===== src/common/panel_pkg.sv =====
//////////////////////////////
// Field widths bound the size parameters set on the top level.
// Row 31, column 31 and byte 3 are the largest addresses.
//////////////////////////////
package panel_pkg;

    localparam int ROW_BITS  = 5;
    localparam int COL_BITS  = 5;
    localparam int BYTE_BITS = 2;
    localparam int ADDR_BITS = ROW_BITS + COL_BITS + BYTE_BITS;

    typedef logic [ROW_BITS-1:0]  row_addr_t;
    typedef logic [COL_BITS-1:0]  col_addr_t;
    typedef logic [BYTE_BITS-1:0] byte_addr_t;

    // Row is the most significant field.
    typedef struct packed {
        row_addr_t  row;
        col_addr_t  col;
        byte_addr_t pix_byte;
    } fb_addr_t;

    // The RAM indexes by the flat view, the rest by fields.
    typedef union packed {
        fb_addr_t              fields;
        logic [ADDR_BITS-1:0]  index;
    } fb_addr_u;

    typedef struct packed {
        logic       en;
        fb_addr_u   addr;
        logic [7:0] data;
    } ram_wr_t;

    typedef struct packed {
        fb_addr_u   addr;
        logic [7:0] data;
        logic       last;   // Final beat of a frame.
    } scan_beat_t;

    localparam logic [7:0] OPC_LOAD_FRAME = 8'h01;
    localparam logic [7:0] OPC_SET_PIXEL  = 8'h02;
    localparam logic [7:0] OPC_SHOW       = 8'h03;

endpackage


===== src/verilog/pixel_writer.sv =====
//////////////////////////////
// Out-of-range pixels consume their bytes but write nothing.
//////////////////////////////
`timescale 1ns/1ps

module pixel_writer #(
    parameter int PIXEL_HEIGHT    = 16,
    parameter int PIXEL_WIDTH     = 16,
    parameter int BYTES_PER_PIXEL = 3
) (
    input  logic               clk,
    input  logic               reset,
    input  logic [7:0]         byte_data,
    input  logic               enable,
    output panel_pkg::ram_wr_t wr,
    output logic               done
);

    typedef enum logic [1:0] {GET_ROW, GET_COL, GET_COLOR} phase_t;

    phase_t                 phase;
    logic             [7:0] row_q;
    logic             [7:0] col_q;
    panel_pkg::byte_addr_t  pix_cnt;
    logic                   in_range;
    logic                   last_color;
    logic                   wr_en;
    panel_pkg::fb_addr_u    wr_addr;
    logic             [7:0] wr_data;

    assign in_range   = (row_q < PIXEL_HEIGHT) && (col_q < PIXEL_WIDTH);
    assign last_color = (pix_cnt == panel_pkg::byte_addr_t'(BYTES_PER_PIXEL - 1));
    assign wr         = '{en: wr_en, addr: wr_addr, data: wr_data};

    always_ff @(posedge clk) begin
        if (reset) begin
            phase   <= GET_ROW;
            pix_cnt <= '0;
            wr_en   <= 1'b0;
            done    <= 1'b0;
        end else begin
            wr_en <= enable && phase == GET_COLOR && in_range;
            done  <= enable && phase == GET_COLOR && last_color;
            if (enable) begin
                case (phase)
                    GET_ROW: phase <= GET_COL;
                    GET_COL: begin
                        phase   <= GET_COLOR;
                        pix_cnt <= '0;
                    end
                    default: begin
                        pix_cnt <= pix_cnt + 1'b1;
                        if (last_color) phase <= GET_ROW;
                    end
                endcase
            end
        end
    end

    always_ff @(posedge clk) begin
        if (enable && phase == GET_ROW) row_q <= byte_data;
        if (enable && phase == GET_COL) col_q <= byte_data;
        if (enable && phase == GET_COLOR) begin
            wr_addr.fields <= '{row: panel_pkg::row_addr_t'(row_q),
                                col: panel_pkg::col_addr_t'(col_q),
                                pix_byte: pix_cnt};
            wr_data <= byte_data;
        end
    end

endmodule

===== config.mk =====
export PLATFORM = sky130hd
export DESIGN_NAME = pixel_writer
export DESIGN_NICKNAME = d
export VERILOG_FILES = /design/src/common/panel_pkg.sv /design/src/verilog/pixel_writer.sv
export SDC_FILE = /design/constraint.sdc
export NUM_CORES = 1
export LEC_CHECK = 0
export CAP_MARGIN = 5
export CORE_MARGIN = 1.5
export CORE_UTILIZATION = 65
export CTS_BUF_LIST = sky130_fd_sc_hd__clkbuf_4
export DETAILED_ROUTE_END_ITERATION = 10
export DONT_BUFFER_PORTS = 1
export PLACE_DENSITY = 0.81
export SYNTH_ARGS = -nofsm -noshare
export SYNTH_HDL_FRONTEND = slang
export SYNTH_SLANG_ARGS = --single-unit

===== constraint.sdc =====
create_clock -name clk -period 2.7 [get_ports clk]
set_input_delay 0.27 -clock clk [delete_from_list [all_inputs] [get_ports clk]]
set_output_delay 0.27 -clock clk [all_outputs]
set_load 0.03 [all_outputs]

**After elaboration in Yosys (flattened, before gate mapping)**

Cells that the tools add are included.

- Add/subtract/negate cells: 1
- $lt $le $gt $ge: 2
- Eq/ne operators: 3
- Mux-type cells: 3
- Bitwise gates (word level): 1
- Reductions and logical operators: 10

Operators by type and width:

| kind | count |
|---|---|
| $lt A8 B5 Y1 const B | 2 |
| $pmux W2 S2 | 2 |
| $logic_and A1 B1 Y1 | 6 |
| $eq A2 B2 Y1 const B | 2 |
| $reduce_and A2 Y1 | 2 |
| $reduce_bool A3 Y1 | 1 |
| $add A2 B1 Y2 const B | 1 |
| $eq A2 B1 Y1 const B | 1 |
| $logic_not A2 Y1 | 1 |
| $mux W2 | 1 |
| $not A1 Y1 | 1 |

- Register bits: 42
- Bits of input ports: 11
- Output and inout port bits: 22
- Word-level logic and storage cells: 28

**Depth between registers and ports, before layout**

Gate-level depths: netlist (run 1).

- Depth in word-level cells: 3
- Depth in mapped cells: 4
- Gate-level depth less buffers: 4

**Worst setup path before layout (run 1)**

Ideal clock, no wire load.

- Path type: flip-flop to flip-flop
- Start point: register phase[1]
- End point: register wr_addr[0] (netlist bit), enable pin
- Setup time: 397 ps
- Data arrival time: 1353 ps
- Required time: 2303 ps
- Path slack: 950 ps
- Stages on the path, launching flop included: 3
- Buffers on the path: 0
- Clock period less this slack: 1750 ps
- Path through: dfxtp_1 > nand2_1 > nor2_1

- Longest elaborated chain between the ends: 2

RTL lines:

| item | line | RTL |
|---|---|---|
| from (decl) | pixel_writer.sv:21 | `phase_t phase;` |
| from (signal assigned) | pixel_writer.sv:37 | `phase <= GET_ROW;` |
| from (signal assigned) | pixel_writer.sv:46 | `GET_ROW: phase <= GET_COL;` |
| from (signal assigned) | pixel_writer.sv:48 | `phase <= GET_COLOR;` |
| $eq A2 B2 Y1 | pixel_writer.sv:63 | `if (enable && phase == GET_COLOR) begin` |
| $logic_and A1 B1 Y1 | pixel_writer.sv:63 |  |
| to (decl) | pixel_writer.sv:28 | `panel_pkg::fb_addr_u wr_addr;` |

No other way between the ends.
A chain may end at the register's enable or synchronous reset.

**Final worst setup path (run 1)**

- Start point: register phase[1]
- End point: register row_q[4], enable pin

- Longest elaborated chain between the ends: 2

RTL lines:

| item | line | RTL |
|---|---|---|
| $logic_not A2 Y1 | pixel_writer.sv:61 | `if (enable && phase == GET_ROW) row_q <= byte_data;` |
| $logic_and A1 B1 Y1 | pixel_writer.sv:61 |  |
| to (signal assigned) | pixel_writer.sv:61 |  |
| to (decl) | pixel_writer.sv:22 | `logic [7:0] row_q;` |

No other way between the ends.

==> results of run 1 <==
Yosys cell counts (all sizes together), types with 2 or more instances:
master / n
nand2b: 3
nor4: 2
dfxtp: 6
edfxtp: 36
nor2: 3
inv: 2
metal layers:
| metal | up-vias | GRT usage | part of all wire |
|---|---|---|---|
| li1 | 295 | - | - |
| met1 | 314 | 0.247 | 0.46 |
| met2 | 28 | 0.265 | 0.46 |
| met3 | 4 | 0.120 | 0.067 |
| met4 | 0 | 0.0714 | 0.014 |
| met5 | - | 0 | 0 |
area by class of cell:
class	count	area, µm²	area share
inverters	2	7.51	0.00461
clock buffers	5	37.5	0.0230
clock inverters	3	63.8	0.0392
well taps	27	33.8	0.0207
repair buffers	13	128	0.0783
flip-flops and latches	42	1200	0.737
multi-input cells	21	158	0.0968
power breakdown:
group | switching, W | total, W | internal, W
registers | 0.0000241 | 0.000756 | 0.000732
clock network | 0.000191 | 0.000477 | 0.000285
logic | 0.0000230 | 0.0000440 | 0.0000210
total | 0.000238 | 0.00128 | 0.00104
worst max-delay path by stage:
| stage | depth (start not counted) | slack [ns] | to |
|---|---|---|---|
| floorplan | 2 | 0.95 | wr_addr[0] |
| global placement | 2 | 1.33 | row_q[2] |
| global route | 2 | 1.14 | row_q[0] |
| finish | 2 | 1.26 | row_q[4] |
| CTS | 2 | 1.26 | row_q[4] |
| detailed placement | 2 | 1.30 | row_q[6] |
worst max-delay path, cell delays in order, from the launching register on:
cell	delay, ns
dfxtp_1	0.38
nand2b_1	0.20
nor2_1	0.50
what timing repair did:
action                                 in CTS  in global routing
gates resized for setup                     0                  0
hold buffers                                4                  8
setup endpoints to repair                   0                  0
endpoints found under the hold margin       8                 19
layout by cell type, fill, tap and decap left out, types with 2 or more instances in the layout:
master | synthesis | layout
bufinv_16 | 0 | 2
nor4_1 | 2 | 2
inv_1 | 2 | 2
clkbuf_4 | 0 | 5
dfxtp_1 | 6 | 6
edfxtp_1 | 36 | 36
nor2_1 | 3 | 2
dlygate4sd3_1 | 0 | 12
nand2b_1 | 3 | 3
flip-flops by register name, indices dropped and copies added (netlist names):
| signal | count |
|---|---|
| row_q | 8 |
| wr_data | 8 |
| pix_cnt | 2 |
| wr_en | 1 |
| done | 1 |
| wr_addr | 12 |
| col_q | 8 |
| phase | 2 |
kinds of logic after synthesis:
kind of cell             count (synthesis)  synth area share
AO/OA/AOI/OAI                            7            0.0447
adder cells (fa/ha/maj)                  1           0.00912
buffers and inverters                    3            0.0110
flip-flops                              42             0.876
AND/OR/NAND/NOR                         13            0.0593
through the flow:
stage / std cells / power (W) / setup slack [ns]
after floorplan: 66 / 0.000787 / 0.950
after global placement: 93 / 0.000794 / 1.33
after detailed placement: 93 / 0.000798 / 1.30
after CTS: 105 / 0.00127 / 1.26
after global routing: 113 / 0.00132 / 1.14
final: 113 / 0.00128 / 1.26
==> flow_summary.ini, run 1 <==
[outcome]
status = finished, final reports clean

[die]
row_count = 16
die_h_um = 48.9
die_w_um = 48.9
core-area_um2 = 1980
pin_count = 33
die-area_um2 = 2390
start_util = 0.692

[power]
p_per_area_nw_per_um2 = 784
leakagePower_nw = 0.551
irDropWorstVdd_mv = 0.700

[clock_network]
cts.path.max_buffers = 2
cts_setup_buffers = 0
cts_tree = yes
numCtsBuffers = 5
clock_latency_ns = 0.35
clock-sinks = 42
cts_root_buffer = clkbuf_4
cts_max_level = 2
cts.clk_slew.worst_paths_ns = 0.11

[final_layout]
nNetsFinal = 97
drive_gt1_frac = 0.128
fin_util = 0.822
area_growth_pct = 18.8
fin_area_um2 = 1630
diodes = 0
fillers = 83

[route]
firstDrtPassIters = 4
vias = 641
drt_iter0_drc = 14
avgRoutedWirePerCell_um = 17.5
via_per_inst = 5.67
drc = 0
routed_wl_um = 1980
drtAntennaViolNets = 0

[sta]
clock_skew_ns = 0.00611
finalCritPeriodShare = 0.533
whs_ns = 0.0372
slew_viol_final = 0
period_needed_ns = 1.44
hold_viol = 0
fmax_ghz = 0.695
tightest_slew_ns = 0.632
setup-tns-final_ns = 0
rsz0062_at_grt = false
final-setup-viol-count = 0
relSlewSlack = 0.577

[yosys]
synth_ff_type = edfxtp_1
synth_area_um2 = 1370
synth_nets = 78
yosysUniqueCellTypes = 20
ys_ff_latch = 42
synth.area.top_cells = edfxtp_1 79%, dfxtp_1 8.8%, nand2b_1 1.4%, a221oi_2 1.1%, ha_1 0.91%
synth_edf_count = 36
syn_inst = 66
yosysWarnings = 0
postSynthAreaPerCell_um2 = 20.8
yosysTopAreaCell = edfxtp_1
postSynth.asyncResetShare = 0
yosysSeqAreaShare = 0.876
synth_top_area_frac = 0.788

[place]
placedInstanceArea_um2 = 1410
port_buffers = 0
gp_congestion = 0.752

[worst_setup_path]
arrival_ns = 1.43
worstReg2RegEnd = row_q[4]
crit_required_ns = 2.69
end_kind = flop
cp_max_fo = 8
startpoint = phase[1]
r2r_cells = 2
r2r-start = phase[1]
crit_type = flop to flop
crit_path_start_kind = flop
r2r_slack_ns = 1.26

[worst_hold_path]
hold_path.startpoint = reset
worst_hold_path.endpoint = pix_cnt[1]
hp-class = input pin to flop
hold_depth = 1

[global_route]
grt_pass1_vias = 596
antenna_found_initial = 0
grtUsageTotal = 0.191
grt_max_degree = 21
grt_pass1_wl_um = 3080
grt_overflow = 0

[flow_run]
max_cap_viol_count = 0
(Power assumes the default switching activity.)
==> inputs of run 2 (changes only) <==
--- a/config.mk
+++ b/config.mk
@@ -5,13 +5,14 @@
 export SDC_FILE = /design/constraint.sdc
 export NUM_CORES = 1
 export LEC_CHECK = 0
+export ABC_AREA = 1
 export CAP_MARGIN = 5
 export CORE_MARGIN = 1.5
-export CORE_UTILIZATION = 65
+export CORE_UTILIZATION = 57
 export CTS_BUF_LIST = sky130_fd_sc_hd__clkbuf_4
 export DETAILED_ROUTE_END_ITERATION = 10
 export DONT_BUFFER_PORTS = 1
-export PLACE_DENSITY = 0.81
+export PLACE_DENSITY = 0.75
 export SYNTH_ARGS = -nofsm -noshare
 export SYNTH_HDL_FRONTEND = slang
 export SYNTH_SLANG_ARGS = --single-unit
==> constraint.sdc (replaced) <==
create_clock -name clk -period 1.3 [get_ports clk]
set_input_delay 0.13 -clock clk [delete_from_list [all_inputs] [get_ports clk]]
set_output_delay 0.13 -clock clk [all_outputs]
set_load 0.03 [all_outputs]
==> flow_summary.ini, run 2 <==
[clock_network]
cts.clk_slew.worst_paths_ns = 0.12
numCtsBuffers = 5
cts_tree = yes
cts_root_buffer = clkbuf_4
hold_buffers = 10
cts_setup_buffers = 0
clock_latency_ns = 0.35
clock-sinks = 42
cts.path.max_buffers = 2
cts_max_level = 2
cts-resized-gates = 0

[final_layout]
mostFrequentLayoutCell = edfxtp_1
area_growth_pct = 18.0
max_flop_register = wr_addr
layout_common_cells = 36 x edfxtp_1, 10 x dlygate4sd3_1, 7 x nand2_1, 7 x nor2_1, 6 x dfxtp_1
fin_area_um2 = 1610
diodes = 0
fin_util = 0.719
drive_gt1_frac = 0.147
nNetsFinal = 106
largest_reg_flops = 12

[die]
row_count = 17
die_h_um = 51.8
pin_count = 33
start_util = 0.609
core-area_um2 = 2230
die-area_um2 = 2690
die_w_um = 51.8

[power]
power_switching_share = 0.206
netSwitchingPower_w = 0.000509
leakagePower_nw = 0.554
irDropWorstVdd_mv = 1.22
combPwrFrac = 0.040
total_power_w = 0.00247
p_per_area_nw_per_um2 = 1540
p_clk_frac = 0.325
intPower_w = 0.00196
seq_power_share = 0.635

[worst_setup_path]
crit_required_ns = 1.33
r2r-start = phase[0]
crit_path_start_kind = flop
crit_type = flop to flop
startpoint = phase[0]
end_kind = flop
cp_max_fo = 8
r2r_slack_ns = 0.07
worstReg2RegEnd = col_q[6]
arrival_ns = 1.27
r2r_cells = 2

[place]
gp_congestion = 0.757
placedInstanceArea_um2 = 1430
port_buffers = 0
hpwl_um = 1260

[worst_hold_path]
hold_depth = 3
hold_path.startpoint = enable
hp-class = input pin to flop
worst_hold_path.endpoint = pix_cnt[0]

[yosys]
synth_top_area_frac = 0.795
postSynthAreaPerCell_um2 = 18.1
syn_inst = 75
synth_top_family_by_area = simple AND/OR/NAND/NOR gates
synth_edf_count = 36
yosysTopAreaCell = edfxtp_1
yosysSeqAreaShare = 0.883
synth_most_common_cell = edfxtp_1
yosysUniqueCellTypes = 14
synth_area_um2 = 1360
synthSimpleGateAreaFrac = 0.0635
synth_common_cells = 36 x edfxtp_1, 7 x nand2_1, 7 x nor2_1, 6 x dfxtp_1, 5 x inv_1
synth.area.top_cells = edfxtp_1 79%, dfxtp_1 8.8%, nand2_1 1.9%, nor2_1 1.9%, inv_1 1.4%
synth_mux_area_frac = 0
synth-compound-area-share = 0.0248
yosysWarnings = 0
synth_xor_area_frac = 0
synth_ff_type = edfxtp_1
synth_nets = 87
postSynth.asyncResetShare = 0
ys_ff_latch = 42
synthAdderAreaFrac = 0.00920

[route]
drc = 0
firstDrtPassIters = 4
routed_wl_um = 2190
via_per_inst = 5.55
drtAntennaViolNets = 0
drt_iter0_drc = 20
vias = 683
avgRoutedWirePerCell_um = 17.8

[sta]
rsz0062_at_grt = false
setup-tns-final_ns = 0
hold_viol = 0
final-setup-viol-count = 0
fmax_ghz = 0.810
period_needed_ns = 1.23
whs_ns = 0.0404
clock_skew_ns = 0.00933
finalCritPeriodShare = 0.949
tightest_slew_ns = 0.315
slew_viol_final = 0
relSlewSlack = 0.790

[global_route]
grt_max_degree = 23
grt_overflow = 0
antenna_found_initial = 0
grt_pass1_vias = 691
grt_pass1_wl_um = 3380
grtUsageTotal = 0.195

[outcome]
status = finished, final reports clean

[flow_run]
max_cap_viol_count = 0
## run 2: per-layer routing
metal  wire (µm)  up-vias  global-route usage  share of wire
met5           0        -                   0              0
met4          82        0               0.123          0.037
met3         133       12              0.0833          0.061
met2        1060       34               0.297           0.49
met1         911      326               0.225           0.42
li1            -      311                   -              -
## run 2: per-stage QoR
stage / instances / setup WS, ns
2_1_floorplan: 75 / 0.124
3_3_place_gp: 105 / 0.188
3_5_place_dp: 105 / 0.134
4_1_cts: 123 / 0.124
5_1_grt: 123 / 0.00601
6_report: 123 / 0.0657
## run 2: worst max path at each step
stage	to	slack [ns]
after global routing	col_q[6]	0.006
after global placement	col_q[2]	0.19
after detailed placement	col_q[2]	0.13
final	col_q[6]	0.07
after floorplan	row_q[0]	0.12
after CTS	col_q[6]	0.12
## run 2: kinds of logic (layout without fill, tap and decap cells)
logic type,after synthesis,after routing
DFF,42,42
and+or+nand+nor,20,20
AOI/OAI and AO/OA,6,6
buffers and inverters,6,26
adders and majority gates,1,1
## run 2: final cells by class
cell class / count / area [µm²]
sequential: 42 / 1200
fill: 141 / 628
multi-input combinational: 27 / 138
timing repair buffer: 13 / 135
clock inverter: 3 / 40.0
clock buffer: 5 / 37.5
tap: 28 / 35.0
inverter: 5 / 18.8
## run 2: power groups by stage
stage	sequential [W]	combinational, W	clock [W]
final	0.00157	0.0000999	0.000802
after global routing	0.00157	0.000111	0.000873
after CTS	0.00157	0.0000981	0.000821
after detailed placement	0.00160	0.0000629	0
after global placement	0.00159	0.0000608	0
after floorplan	0.00159	0.0000385	0
## run 2: worst max-delay path: stages (launching register included)
cell and delay [ns]:
dfxtp_1 0.47, nand3_1 0.17, inv_1 0.27
==> inputs of run 3 (changes only) <==
--- a/config.mk
+++ b/config.mk
@@ -7,7 +7,7 @@
 export LEC_CHECK = 0
 export ABC_AREA = 1
 export CAP_MARGIN = 5
-export CORE_MARGIN = 1.5
+export CORE_ASPECT_RATIO = 1.4
 export CORE_UTILIZATION = 57
 export CTS_BUF_LIST = sky130_fd_sc_hd__clkbuf_4
 export DETAILED_ROUTE_END_ITERATION = 10
==> flow_summary.ini, run 3 (synthesis gave the netlist of run 2 again) <==
[outcome]
status = finished, final reports clean

[sta]
hold_viol = 0
slew_viol_final = 0
setup-tns-final_ns = 0
whs_ns = 0.0494
rsz0062_at_grt = false
period_needed_ns = 1.18
final-setup-viol-count = 0
finalCritPeriodShare = 0.906
relSlewSlack = 0.800
tightest_slew_ns = 0.299
clock_skew_ns = 0.00403
fmax_ghz = 0.849

[final_layout]
seq_area_um2 = 1200
area_growth_pct = 14.8
multi_input_area_um2 = 138
fillers = 153
fin_util = 0.709
drive_gt1_frac = 0.137
max_flop_register = wr_addr
diodes = 0
nNetsFinal = 106
largest_reg_flops = 12
fin_area_um2 = 1560
layout_common_cells = 36 x edfxtp_1, 10 x dlygate4sd3_1, 7 x nand2_1, 7 x nor2_1
mostFrequentLayoutCell = edfxtp_1

[power]
combPwrFrac = 0.040
intPower_w = 0.00178
power_switching_share = 0.202
netSwitchingPower_w = 0.000452
seq_power_share = 0.700
irDropWorstVdd_mv = 0.822
total_power_w = 0.00223
leakagePower_nw = 0.539
p_clk_frac = 0.260
p_per_area_nw_per_um2 = 1430

[route]
via_per_inst = 5.27
vias = 617
avgRoutedWirePerCell_um = 13.9
firstDrtPassIters = 3
drc = 0
drt_iter0_drc = 11
routed_wl_um = 1630
drtAntennaViolNets = 0

[worst_hold_path]
hold_depth = 3
hold_path.startpoint = enable
hp-class = input pin to flop
worst_hold_path.endpoint = pix_cnt[0]

[clock_network]
cts_root_buffer = clkbuf_4
cts.path.max_buffers = 2
numCtsBuffers = 5
clock_latency_ns = 0.33
hold_buffers = 10
cts.clk_slew.worst_paths_ns = 0.10
cts-resized-gates = 0
cts_tree = yes
cts_max_level = 2
clock-sinks = 42
cts_setup_buffers = 0

[worst_setup_path]
cp_max_fo = 8
crit_type = flop to flop
arrival_ns = 1.20
crit_path_start_kind = flop
startpoint = phase[0]
worstReg2RegEnd = col_q[1]
r2r_cells = 2
end_kind = flop
crit_required_ns = 1.32
r2r_slack_ns = 0.12
r2r-start = phase[0]

[die]
die-area_um2 = 2590
row_count = 20
die_w_um = 43.3
start_util = 0.618
core-area_um2 = 2200
die_h_um = 59.8
pin_count = 33

[flow_run]
max_cap_viol_count = 0

[place]
gp_congestion = 0.704
hpwl_um = 1120
port_buffers = 0
placedInstanceArea_um2 = 1410

[global_route]
grt_overflow = 0
grt_max_degree = 13
grt_pass1_vias = 625
grt_pass1_wl_um = 2640
antenna_found_initial = 0
grtUsageTotal = 0.156
## run 3: final cells by class
class                      instances  share of cell area
sequential                        42               0.769
tap                               22              0.0176
multi-input combinational         27              0.0881
clock buffer                       6              0.0288
inverter                           5              0.0120
timing repair buffer              13              0.0785
clock inverter                     2             0.00561
## run 3: through the flow
step / worst slack (ns) / cells
2_1_floorplan: 0.124 / 75
3_3_place_gp: 0.190 / 99
3_5_place_dp: 0.132 / 99
4_1_cts: 0.109 / 117
6_report: 0.122 / 117
5_1_grt: 0.0396 / 117
## run 3: power by group through the flow
stage | clock [W] | combinational, W | sequential (W)
2_1_floorplan | 0 | 0.0000385 | 0.00159
3_3_place_gp | 0 | 0.0000550 | 0.00159
3_5_place_dp | 0 | 0.0000572 | 0.00160
4_1_cts | 0.000607 | 0.0000907 | 0.00156
5_1_grt | 0.000656 | 0.000100 | 0.00157
6_report | 0.000581 | 0.0000888 | 0.00156
## run 3: critical path, stage by stage (launching register included)
cell and delay, ns:
dfxtp_1 0.44, nand3_1 0.16, inv_1 0.26
## run 3: worst max-delay path by stage
| stage | end | slack, ns | cells past startpoint |
|---|---|---|---|
| CTS | col_q[1] | 0.11 | 2 |
| global placement | col_q[0] | 0.19 | 2 |
| floorplan | row_q[0] | 0.12 | 3 |
| global route | col_q[1] | 0.04 | 2 |
| detailed placement | col_q[3] | 0.13 | 2 |
| finish | col_q[1] | 0.12 | 2 |
## run 3: routing by layer
metal / routed length (µm) / vias up / track usage
met3: 112 / 4 / 0.0816
met1: 626 / 284 / 0.148
met5: 0 / - / 0
met4: 47 / 0 / 0.117
met2: 842 / 25 / 0.252
li1: - / 304 / -
